--- src/hw/cachePkg.sv ---
`default_nettype none

package cachePkg;

  // Address and data widths
  localparam int ADDR_W = 16;
  localparam int DATA_W = 16;

  // Address split: tag | set index | word offset
  localparam int TAG_W = 7;
  localparam int SET_W = 6;
  localparam int OFF_W = 3;

  // Cache geometry, two ways per set
  localparam int NUM_SETS        = 64;
  localparam int WORDS_PER_BLOCK = 8;

  // Backing memory timing, request to data pulse
  localparam int MEM_LATENCY = 4;

  // Memory word at address A is A ^ MEM_PATTERN
  localparam logic [DATA_W-1:0] MEM_PATTERN = 16'hA5C3;

  // Miss handler states
  typedef enum logic [1:0] {
    IDLE,       // No fill in progress
    REQUEST,    // Memory request for the current word
    WAIT_DATA,  // Waiting for the data pulse
    WRITE_TAG   // Block complete, validate the tag
  } fillState_e;

endpackage

`default_nettype wire

--- src/hw/mainMemory.sv ---
`default_nettype none
`timescale 1ns/10ps

module mainMemory import cachePkg::*; (
  input  logic              clk,
  input  logic              rstN,
  input  logic              memRequest,
  input  logic [ADDR_W-1:0] memAddress,
  output logic [DATA_W-1:0] memData,
  output logic              memDataValid
);

  typedef logic [$clog2(MEM_LATENCY+1)-1:0] latCount_t;

  latCount_t         latencyCnt;
  logic              pending;     // Request in flight
  logic [ADDR_W-1:0] reqAddress;

  always_ff @(posedge clk) begin
    if (!rstN) begin
      pending      <= 1'b0;
      latencyCnt   <= '0;
      memDataValid <= 1'b0;
    end else begin
      memDataValid <= 1'b0;
      if (!pending) begin
        if (memRequest) begin
          pending    <= 1'b1;
          latencyCnt <= latCount_t'(MEM_LATENCY - 1);
        end
      end else if (latencyCnt == latCount_t'(1)) begin
        pending      <= 1'b0;
        memDataValid <= 1'b1;  // Lands MEM_LATENCY cycles after the request
      end else begin
        latencyCnt <= latencyCnt - 1'b1;
      end
    end
  end

  // New requests are ignored while one is pending
  always_ff @(posedge clk) begin
    if (memRequest && !pending) begin
      reqAddress <= memAddress;
    end
  end

  assign memData = reqAddress ^ MEM_PATTERN;

endmodule

`default_nettype wire

--- config.mk ---
export PLATFORM = sky130hd
export DESIGN_NAME = mainMemory
export DESIGN_NICKNAME = d
export VERILOG_FILES = /design/src/hw/cachePkg.sv /design/src/hw/mainMemory.sv
export SDC_FILE = /design/constraint.sdc
export NUM_CORES = 1
export LEC_CHECK = 0
export ABC_AREA = 1
export BUFFER_PORTS_ARGS = -buffer_cell sky130_fd_sc_hd__clkbuf_2
export CAP_MARGIN = 20
export CORE_MARGIN = 2
export CORE_UTILIZATION = 35
export CTS_BUF_LIST = sky130_fd_sc_hd__clkbuf_8
export DETAILED_ROUTE_END_ITERATION = 6
export SYNTH_ARGS = -nofsm -noshare
export SYNTH_HDL_FRONTEND = slang
export SYNTH_SLANG_ARGS = --single-unit
--- constraint.sdc ---
create_clock -name clk -period 1.8 [get_ports clk]
set_input_delay 0.18 -clock clk [delete_from_list [all_inputs] [get_ports clk]]
set_output_delay 0.18 -clock clk [all_outputs]
set_load 0.01 [all_outputs]
## Word level (Yosys, flattened, before mapping)

Cells that the tools add are included.

- Input port bits: 19
- Memories kept: 0
- RAM bits: 0
- Register bits after elaboration: 21
- Latch bits: 0
- Memory bits (read-only): 0

- Multipliers: 0
- Muxes and demuxes: 7
- Equality and inequality tests: 2
- Magnitude comparators: 0
- Add/subtract/negate cells: 1
- Reductions and logical operators: 5
- Shift-type cells: 0
- Div/mod/pow operators: 0
- Bitwise operators: 1

Operators by type and width:

| cell | count |
|---|---|
| $mux 3 | 3 |
| $not 8->8 | 1 |
| $mux 1 | 4 |
| $reduce_and 2->1 | 2 |
| $eq 3x1->1 const B | 1 |
| $sub 3x1->3 const B | 1 |
| $ne 2x2->1 const B | 1 |
| $reduce_bool 2->1 | 1 |
| $logic_and 1x1->1 | 1 |
| $logic_not 1->1 | 1 |

## Logic depth before layout (Yosys ltp)

Gate-level depths: netlist of the first run.

- Word-level depth: 3
- Depth in mapped cells: 7
- Depth with buffers taken out: 7

## Worst setup path before layout of the first run

Ideal clock, no wire load.

- Path type: register -> register
- Start: register latencyCnt[1]
- End: register latencyCnt[0]
- Stages on the path, launching flop included: 7
- Required time: 1.684 ns
- Data arrival time: 0.884 ns
- Path slack: 0.800 ns
- Setup time: 0.116 ns
- Buffers on the path: 0
- Path through: dfxtp_1 > inv_1 > ha_1 > nand2_4 > nand2_1 > o21ai_0 > nor2_1

- Word-level cells in the longest chain between the ends: 3

RTL lines:

| what | RTL line | source |
|---|---|---|
| start, declared | mainMemory.sv:15 | `latCount_t latencyCnt;` |
| start signal, assigned | mainMemory.sv:29 | `latencyCnt <= latCount_t'(MEM_LATENCY - 1);` |
| start signal, assigned | mainMemory.sv:35 | `latencyCnt <= latencyCnt - 1'b1;` |
| $eq 3x1->1 | mainMemory.sv:31 | `end else if (latencyCnt == latCount_t'(1)) begin` |
| $ne 2x2->1 (no line) | -- |  |
| $reduce_and 2->1 (no line) | -- |  |

Every way passes these cells.
A chain may end at the register's enable or synchronous reset.

## Worst setup path after layout of the first run

Same ends and word-level chain as after synthesis.

==> impl_metrics.yaml, run 1 <==
layout:
  finalInstanceArea_sq_um: 1020
  seq_area_sq_um: 581
  nets: 118
  nFillCells: 221
  multi_input_area_sq_um: 125
  syn_to_final_growth_pct: 23.7
  antenna_cells: 0
  drive_gt1_frac: 0.469
global_route:
  grt.overflow.total: 0
  grt_usage: 0.102
  grt_max_degree: 18
  grt_pass1_wl_mm: 1.96
  antenna_found_initial: 0
  grt_pass1_vias: 478
timing:
  maxSlewViolCount: 0
  period_needed_ns: 1.11
  hold_slack_ns: 0.0998
  setup_viol: 0
  skew_ns: 0.00129
  worstMarginPinSlew_ns: 0.348
  min_period_over_period: 0.619
  rsz0062_at_grt: "false"
  setup_tns_ns: 0
  hold_viol_final: 0
  max_slew_margin: 0.768
  fmax_mhz: 897
logic_synthesis:
  syn_nets: 86
  synth_area_leaders: "edfxtp_1, dfxtp_1, buf_4"
  netlist_area_sq_um: 822
  synth_compound_area_frac: 0.0122
  synth.avg_cell_area_sq_um: 12.6
  synthXorXnorAreaFrac: 0
  yosys_warnings: 0
  synthSimpleGateAreaFrac: 0.110
  synth-main-ff-cell: "edfxtp_1"
  synth_seq_cells: 21
  synth-edff-count: 16
  synth-seq-area-share: 0.706
  synth_fa_ha_area_frac: 0.0304
  synthTopCellsByCount: "edfxtp_1, inv_1, buf_4"
  synth_top_family_by_area: "buffers and inverters"
  muxShareOfSynthArea: 0
  yosys.area.top_type: "edfxtp_1"
  synthCells: 65
  synth.most_common_cell: "edfxtp_1"
  synth_cell_types: 14
  synthArstFlopShare: 0
  yosysTopAreaCellShare: 0.584
routing:
  first_pass_iters: 4
  wl_per_cell_um: 9.92
  dr_wl_met2_um: 558
  ant_nets: 0
  dr.max_layer_used: "met4"
  drtIter0Drc: 12
  met1Wirelength_um: 553
  num_vias: 486
  vias_per_cell: 3.92
  drc: 0
  wl_met3_um: 109
  drt-total-wl_mm: 1.23
worst_setup_path:
  crit_cells: 6
  cp_slowest_cell: "dfxtp_1"
  criticalPathCategory: "flip-flop to flip-flop"
  worstPathRequired_ns: 1.95
  reg2reg_depth: 6
  crit_family: "flip-flops"
  critPathArrivalTime_ns: 1.26
  crit_path_end_kind: "flip-flop"
  cp_slowest_stage_delay_ns: 0.34
  cp-start-kind: "flip-flop"
  path_buf_inv: 1
  path_cells: "inv_1 -> ha_1 -> nand2_4 -> nand2_1 -> o21ai_0 -> nor2_1"
  critPathMaxFanout: 4
worst_hold_path:
  hp-class: "input pin to flip-flop"
  min_path_cells: 1
clock_network:
  htree_num_levels: 1
  root_buffer: "clkbuf_8"
  clk_pin_slew_ns: 0.07
  cts_buffers: 3
  clk_path_buf_depth: 2
  cts_setup_buffers: 0
  cts_tree: "yes"
  worst_skew_pair.late_latency_ns: 0.25
  cts_resized: 0
  hold_buffers: 0
  numClockSinks: 21
floorplanning:
  rows: 17
  dieHeight_um: 52.5
  ios: 36
  die_area_sq_um: 2750
  initial_utilization: 0.372
  core_area_sq_um: 2210
  die_w_um: 52.5
place:
  port_buffers: 35
  place_congestion: 0.752
  hpwl_mm: 1.00
  dpl_cell_area_sq_um: 972
run_status:
  status: "completed"
power:
  total_power_uw: 992
  p_leak_nw: 0.502
  ir_drop_v: 0.000478
  power_density_nw_per_um2: 975
flow_run:
  drv_cap: 0
[where the power goes]
group	switching, mW	total [mW]	leakage, nW	internal (mW)
Clock	0.137	0.289	0.0269	0.151
Sequential	0.0137	0.576	0.195	0.563
Combinational	0.0740	0.127	0.281	0.0530
Total	0.225	0.992	0.502	0.767
[logic make-up (layout without fill, tap and decap cells)]
group	after synthesis	in the layout
DFF	21	21
and+or+nand+nor	17	17
AOI/OAI and AO/OA	2	2
buffers and inverters	23	54
adders and majority gates	2	2
[state kept, by name (all words and copies together) (netlist names)]
name / count
pending: 1
memDataValid: 1
latencyCnt: 3
reqAddress: 16
[area by class of cell]
type,count,area share
Tap cell,28,0.0344
Sequential cell,21,0.571
Multi-Input combinational cell,21,0.123
Clock inverter,1,0.00369
Inverter,15,0.0554
Timing Repair Buffer,35,0.172
Clock buffer,3,0.0406
[cells in the final DEF (no fill, tap or decap), drive strengths merged]
| cell | netlist | layout |
|---|---|---|
| a21oi | 1 | 1 |
| clkbuf | 0 | 38 |
| dfxtp | 5 | 5 |
| edfxtp | 16 | 16 |
| ha | 2 | 2 |
| inv | 15 | 16 |
| nand2 | 8 | 8 |
| nand3 | 4 | 4 |
| nor2 | 4 | 4 |
| nor3 | 1 | 1 |
| o21ai | 1 | 1 |
[routing by layer]
metal	track usage	vias to the layer above
met3	0.0400	2
met5	0	-
li1	-	259
met1	0.117	203
met2	0.158	22
met4	0.0641	0
[path summary, 6_finish.rpt]
kind                 startpoint            end  slack (ns)
setup / recovery  latencyCnt[1]  latencyCnt[0]        0.69
hold / removal    memAddress[8]  reqAddress[8]         0.1
setup reg to reg  latencyCnt[1]  latencyCnt[0]        0.69
hold reg to reg   latencyCnt[1]  latencyCnt[1]        0.48
[per-stage QoR]
stage	std cells	worst slack, ns	util
after CTS	124	0.676	0.460
after global placement	120	0.734	0.439
after detailed placement	120	0.686	0.439
final	124	0.685	0.460
after global routing	124	0.602	0.460
after floorplan	65	0.800	-
(Power assumes the default switching activity.)
==> inputs of run 2 (changes only) <==
--- a/config.mk
+++ b/config.mk
@@ -5,7 +5,7 @@
 export SDC_FILE = /design/constraint.sdc
 export NUM_CORES = 1
 export LEC_CHECK = 0
-export ABC_AREA = 1
+export ABC_AREA = 0
 export BUFFER_PORTS_ARGS = -buffer_cell sky130_fd_sc_hd__clkbuf_2
 export CAP_MARGIN = 20
 export CORE_MARGIN = 2
==> constraint.sdc (replaced) <==
create_clock -name clk -period 1.05 [get_ports clk]
set_input_delay 0.105 -clock clk [delete_from_list [all_inputs] [get_ports clk]]
set_output_delay 0.105 -clock clk [all_outputs]
set_load 0.01 [all_outputs]
==> impl_metrics.yaml, run 2 <==
worst_setup_path:
  criticalPathCategory: "flip-flop to flip-flop"
  cp_slowest_cell: "dfxtp_2"
  reg2reg_slack_ns: -0.1
  crit_path_end_kind: "flip-flop"
  r2r-start: "latencyCnt[1]"
  r2r-end: "latencyCnt[0]"
  cp-start-kind: "flip-flop"
  critPathArrivalTime_ns: 1.29
  path_cells: "inv_2 -> ha_4 -> nand2b_4 -> mux2_4 -> o211a_1"
  cp_slowest_stage_delay_ns: 0.33
  critPathMaxFanout: 3
  reg2reg_depth: 5
  worstPathRequired_ns: 1.19
global_route:
  antenna_found_initial: 0
  grt_max_degree: 17
  grt_pass1_vias: 428
  grt_pass1_wl_mm: 1.71
  grt.overflow.total: 0
  grt_usage: 0.0893
layout:
  nets: 118
  multi_input_area_sq_um: 169
  largest_reg_flops: 16
  finalInstanceArea_sq_um: 1170
  top_register: "reqAddress"
  final_common_cell: "clkbuf_2"
  largestRegisters: "reqAddress: 16 flops, latencyCnt: 3 flops"
  nFillCells: 198
  drive_gt1_frac: 0.625
  syn_to_final_growth_pct: 41.4
  layout_common_cells: "clkbuf_2, edfxtp_1, inv_1"
  utilization: 0.528
  finalNonFillerCells: 124
  seq_area_sq_um: 589
  antenna_cells: 0
routing:
  drt-total-wl_mm: 1.25
  drtIter0Drc: 5
  ant_nets: 0
  wl_per_cell_um: 10.1
  vias_per_cell: 4.10
  first_pass_iters: 4
  num_vias: 508
  drc: 0
timing:
  rsz0062_at_grt: "true"
  worstMarginPinSlew_ns: 0.110
  period_needed_ns: 1.15
  fmax_mhz: 871
  setup_tns_ns: -0.766
  min_period_over_period: 1.09
  skew_ns: 0.00395
  maxSlewViolCount: 0
  setup_viol: 20
  worst_slack_ns: -0.0985
  max_slew_margin: 0.925
  hold_viol_final: 0
logic_synthesis:
  synthArstFlopShare: 0
  synth.avg_cell_area_sq_um: 15.0
  synth_seq_cells: 21
  syn_nets: 76
  yosysTopAreaCellShare: 0.582
  synth-seq-area-share: 0.703
  yosys_warnings: 0
  synth.most_common_cell: "edfxtp_1"
  synth_cell_types: 16
  netlist_area_sq_um: 826
  synth-main-ff-cell: "edfxtp_1"
  synth-edff-count: 16
  yosys.area.top_type: "edfxtp_1"
  synthTopCellsByCount: "edfxtp_1, inv_1, buf_4"
  synthCells: 55
  synth_area_leaders: "edfxtp_1, dfxtp_1, buf_4"
place:
  place_congestion: 0.598
  dp_cells: 117
  dpl_cell_area_sq_um: 1060
  port_buffers: 35
  hpwl_um: 965
worst_hold_path:
  min_from: "memAddress[9]"
  holdPathEnd: "reqAddress[9]"
  min_path_cells: 1
  hp-class: "input pin to flip-flop"
floorplanning:
  dieHeight_um: 52.6
  die_area_sq_um: 2760
  rows: 17
  initial_utilization: 0.373
  core_area_sq_um: 2210
  ios: 36
  die_w_um: 52.6
clock_network:
  worst_skew_pair.late_latency_ns: 0.25
  cts_tree: "yes"
  hold_buffers: 0
  numClockSinks: 21
  cts_buffers: 3
  clk_path_buf_depth: 2
  root_buffer: "clkbuf_8"
  clk_pin_slew_ns: 0.07
  htree_num_levels: 1
power:
  p_leak_nw: 0.554
  power_density_nw_per_um2: 1520
  ir_drop_v: 0.000714
  total_power_mw: 1.78
run_status:
  status: "complete, but fails checks"
  violations: "setup timing"
flow_run:
  drv_cap: 0
## run 2: worst max-delay path, delay by kind of cell (launching register included)
| kind | cells | cell delay (ns) |
|---|---|---|
| flops | 1 | 0.33 |
| compound gates | 1 | 0.20 |
| simple gates | 1 | 0.05 |
| buf+inv | 1 | 0.06 |
| mux | 1 | 0.26 |
| fa+ha+maj | 1 | 0.14 |
## run 2: how the worst max path moves through the flow
stage,start,end,cells after the start
2_1_floorplan,latencyCnt[1],latencyCnt[0],5
3_3_place_gp,latencyCnt[1],latencyCnt[1],5
3_5_place_dp,latencyCnt[1],latencyCnt[0],5
4_1_cts,latencyCnt[1],latencyCnt[0],5
5_1_grt,latencyCnt[1],latencyCnt[1],5
6_report,latencyCnt[1],latencyCnt[0],5
## run 2: final cells by class
cell class                 instances  share of cell area
sequential                        21               0.505
clock buffer                       3              0.0354
tap                               28              0.0300
timing repair buffer              46               0.250
inverter                          10              0.0322
multi-input combinational         15               0.145
clock inverter                     1             0.00322
## run 2: metal layers
| layer | share of wire | wire (um) | GRT usage |
|---|---|---|---|
| met4 | 0 | 0 | 0.0513 |
| met5 | 0 | 0 | 0 |
| met2 | 0.48 | 603 | 0.144 |
| met3 | 0.094 | 118 | 0.0286 |
| met1 | 0.42 | 530 | 0.104 |
## run 2: kinds of logic after synthesis
family,count (synthesis),synth area share
compound gates,3,0.0303
fa+ha+maj,2,0.0303
buf+inv,19,0.132
flops,21,0.703
mux,2,0.0303
simple gates,8,0.0742
## run 2: stage by stage
| step | hold WS, ns | setup slack (ns) |
|---|---|---|
| 2_1_floorplan | 0.204 | -0.0988 |
| 4_1_cts | 0.0184 | -0.0970 |
| 3_5_place_dp | 0.284 | -0.119 |
| 3_3_place_gp | 0.282 | -0.103 |
| 5_1_grt | 0.0115 | -0.144 |
| 6_report | 0.0243 | -0.0985 |
## run 2: power breakdown
part / internal (mW) / switching, mW
Combinational: 0.176 / 0.125
Clock: 0.259 / 0.235
Sequential: 0.960 / 0.0246
## run 2: timing repair
action                                  CTS  global route
endpoints found under the hold margin     0             0
pin swaps                                 5             2
endpoints found under the setup margin   20            21
cloned                                    0             1
setup buffers                             2             0
gates resized for setup                   1             6
==> inputs of run 3 (changes only) <==
==> constraint.sdc (replaced) <==
create_clock -name clk -period 1.4 [get_ports clk]
set_input_delay 0.14 -clock clk [delete_from_list [all_inputs] [get_ports clk]]
set_output_delay 0.14 -clock clk [all_outputs]
set_load 0.01 [all_outputs]
==> impl_metrics.yaml, run 3 (synthesis gave the netlist of run 2 again) <==
timing:
  hold_viol_final: 0
  max_slew_margin: 0.808
  period_needed_ns: 1.28
  rsz0062_at_grt: "false"
  setup_tns_ns: 0
  hold_slack_ns: 0.0615
  worstMarginPinSlew_ns: 0.288
  fmax_mhz: 783
  skew_ns: 0.00444
  setup_viol: 0
  min_period_over_period: 0.912
  maxSlewViolCount: 0
power:
  ir_drop_v: 0.000628
  total_power_mw: 1.25
  power_density_nw_per_um2: 1220
  p_leak_nw: 0.488
routing:
  dr.max_layer_used: "met4"
  drc: 0
  drtIter0Drc: 3
  vias_per_cell: 4.18
  dr_wl_met2_um: 522
  wl_met3_um: 124
  wl_per_cell_um: 10.1
  ant_nets: 0
  drt-total-wl_mm: 1.15
  first_pass_iters: 2
  met1Wirelength_um: 493
  num_vias: 476
layout:
  largestRegisters: "reqAddress: 16 flops, latencyCnt: 3 flops"
  antenna_cells: 0
  final_common_cell: "clkbuf_2"
  nFillCells: 210
  layout_common_cells: "clkbuf_2, edfxtp_1, inv_1"
  top_register: "reqAddress"
  nets: 108
  largest_reg_flops: 16
  drive_gt1_frac: 0.500
  syn_to_final_growth_pct: 23.5
  multi_input_area_sq_um: 139
  utilization: 0.461
  seq_area_sq_um: 581
worst_hold_path:
  min_from: "memAddress[12]"
  min_path_cells: 1
  hp-class: "input pin to flip-flop"
  holdPathEnd: "reqAddress[12]"
clock_network:
  cts_tree: "yes"
  cts_resized: 0
  clk_pin_slew_ns: 0.07
  numClockSinks: 21
  htree_num_levels: 1
  cts_setup_buffers: 0
  hold_buffers: 0
  worst_skew_pair.late_latency_ns: 0.25
  cts_buffers: 3
  root_buffer: "clkbuf_8"
  clk_path_buf_depth: 2
worst_setup_path:
  r2r-start: "latencyCnt[0]"
  crit_path_end_kind: "flip-flop"
  reg2reg_depth: 4
  path_cells: "ha_1 -> nand2b_4 -> mux2_4 -> o211a_1"
  reg2reg_slack_ns: 0.12
  cp_slowest_stage_delay_ns: 0.38
  cp_slowest_cell: "dfxtp_1"
  worstPathRequired_ns: 1.55
  criticalPathCategory: "flip-flop to flip-flop"
  r2r-end: "latencyCnt[0]"
  critPathMaxFanout: 4
  critPathArrivalTime_ns: 1.42
  cp-start-kind: "flip-flop"
floorplanning:
  die_w_um: 52.6
  initial_utilization: 0.373
  core_area_sq_um: 2210
  die_area_sq_um: 2760
  rows: 17
  ios: 36
  dieHeight_um: 52.6
run_status:
  status: "completed"
flow_run:
  drv_cap: 0
global_route:
  antenna_found_initial: 0
  grt_max_degree: 17
  grt_pass1_vias: 430
  grt_pass1_wl_mm: 1.74
  grt.overflow.total: 0
  grt_usage: 0.0906
place:
  port_buffers: 35
  hpwl_um: 903
  place_congestion: 0.573
run 3: changes by cell type in the layout (fill, tap and decap cells not counted), sizes merged:
cell | before | now
buf | 10 | 1
clkbuf | 39 | 38
run 3: final cells by class:
cell class                      count  share of cell area
Sequential cell                    21               0.569
Timing Repair Buffer               36               0.179
Multi-Input combinational cell     15               0.136
Clock buffer                        3              0.0405
Inverter                           10              0.0368
Tap cell                           28              0.0344
Clock inverter                      1             0.00368
run 3: worst max-delay path by stage:
| stage | startpoint | end | slack, ns | cells past startpoint |
|---|---|---|---|---|
| CTS | latencyCnt[0] | latencyCnt[0] | 0.11 | 4 |
| finish | latencyCnt[0] | latencyCnt[0] | 0.12 | 4 |
| global placement | latencyCnt[0] | latencyCnt[0] | 0.17 | 4 |
| detailed placement | latencyCnt[0] | latencyCnt[0] | 0.12 | 4 |
| floorplan | pending | reqAddress[0] | 0.14 | 2 |
| global route | latencyCnt[0] | latencyCnt[0] | 0.04 | 4 |
run 3: worst max-delay path: cells and delay by family (launching register included):
kind / cells / cell delay, ns
multiplexers: 1 / 0.27
flip-flops: 1 / 0.38
adder cells (fa/ha/maj): 1 / 0.25
AND/OR/NAND/NOR: 1 / 0.07
AO/OA/AOI/OAI: 1 / 0.20
run 3: metal layers:
layer,up-vias,global-route usage
met5,-,0
met4,0,0.0726
met3,2,0.0371
met2,21,0.144
met1,212,0.0928
li1,241,-
run 3: through the flow:
stage / worst slack (ns) / area (sq um) / std cells
after floorplan: 0.143 / 828 / 55
after global placement: 0.175 / 975 / 110
after detailed placement: 0.124 / 975 / 110
after CTS: 0.114 / 1020 / 114
after global routing: 0.0389 / 1020 / 114
final: 0.123 / 1020 / 114
run 3: power breakdown:
part,switching [mW],internal [mW]
Combinational,0.0717,0.0719
Clock,0.170,0.194
Sequential,0.0198,0.719
Total,0.261,0.985
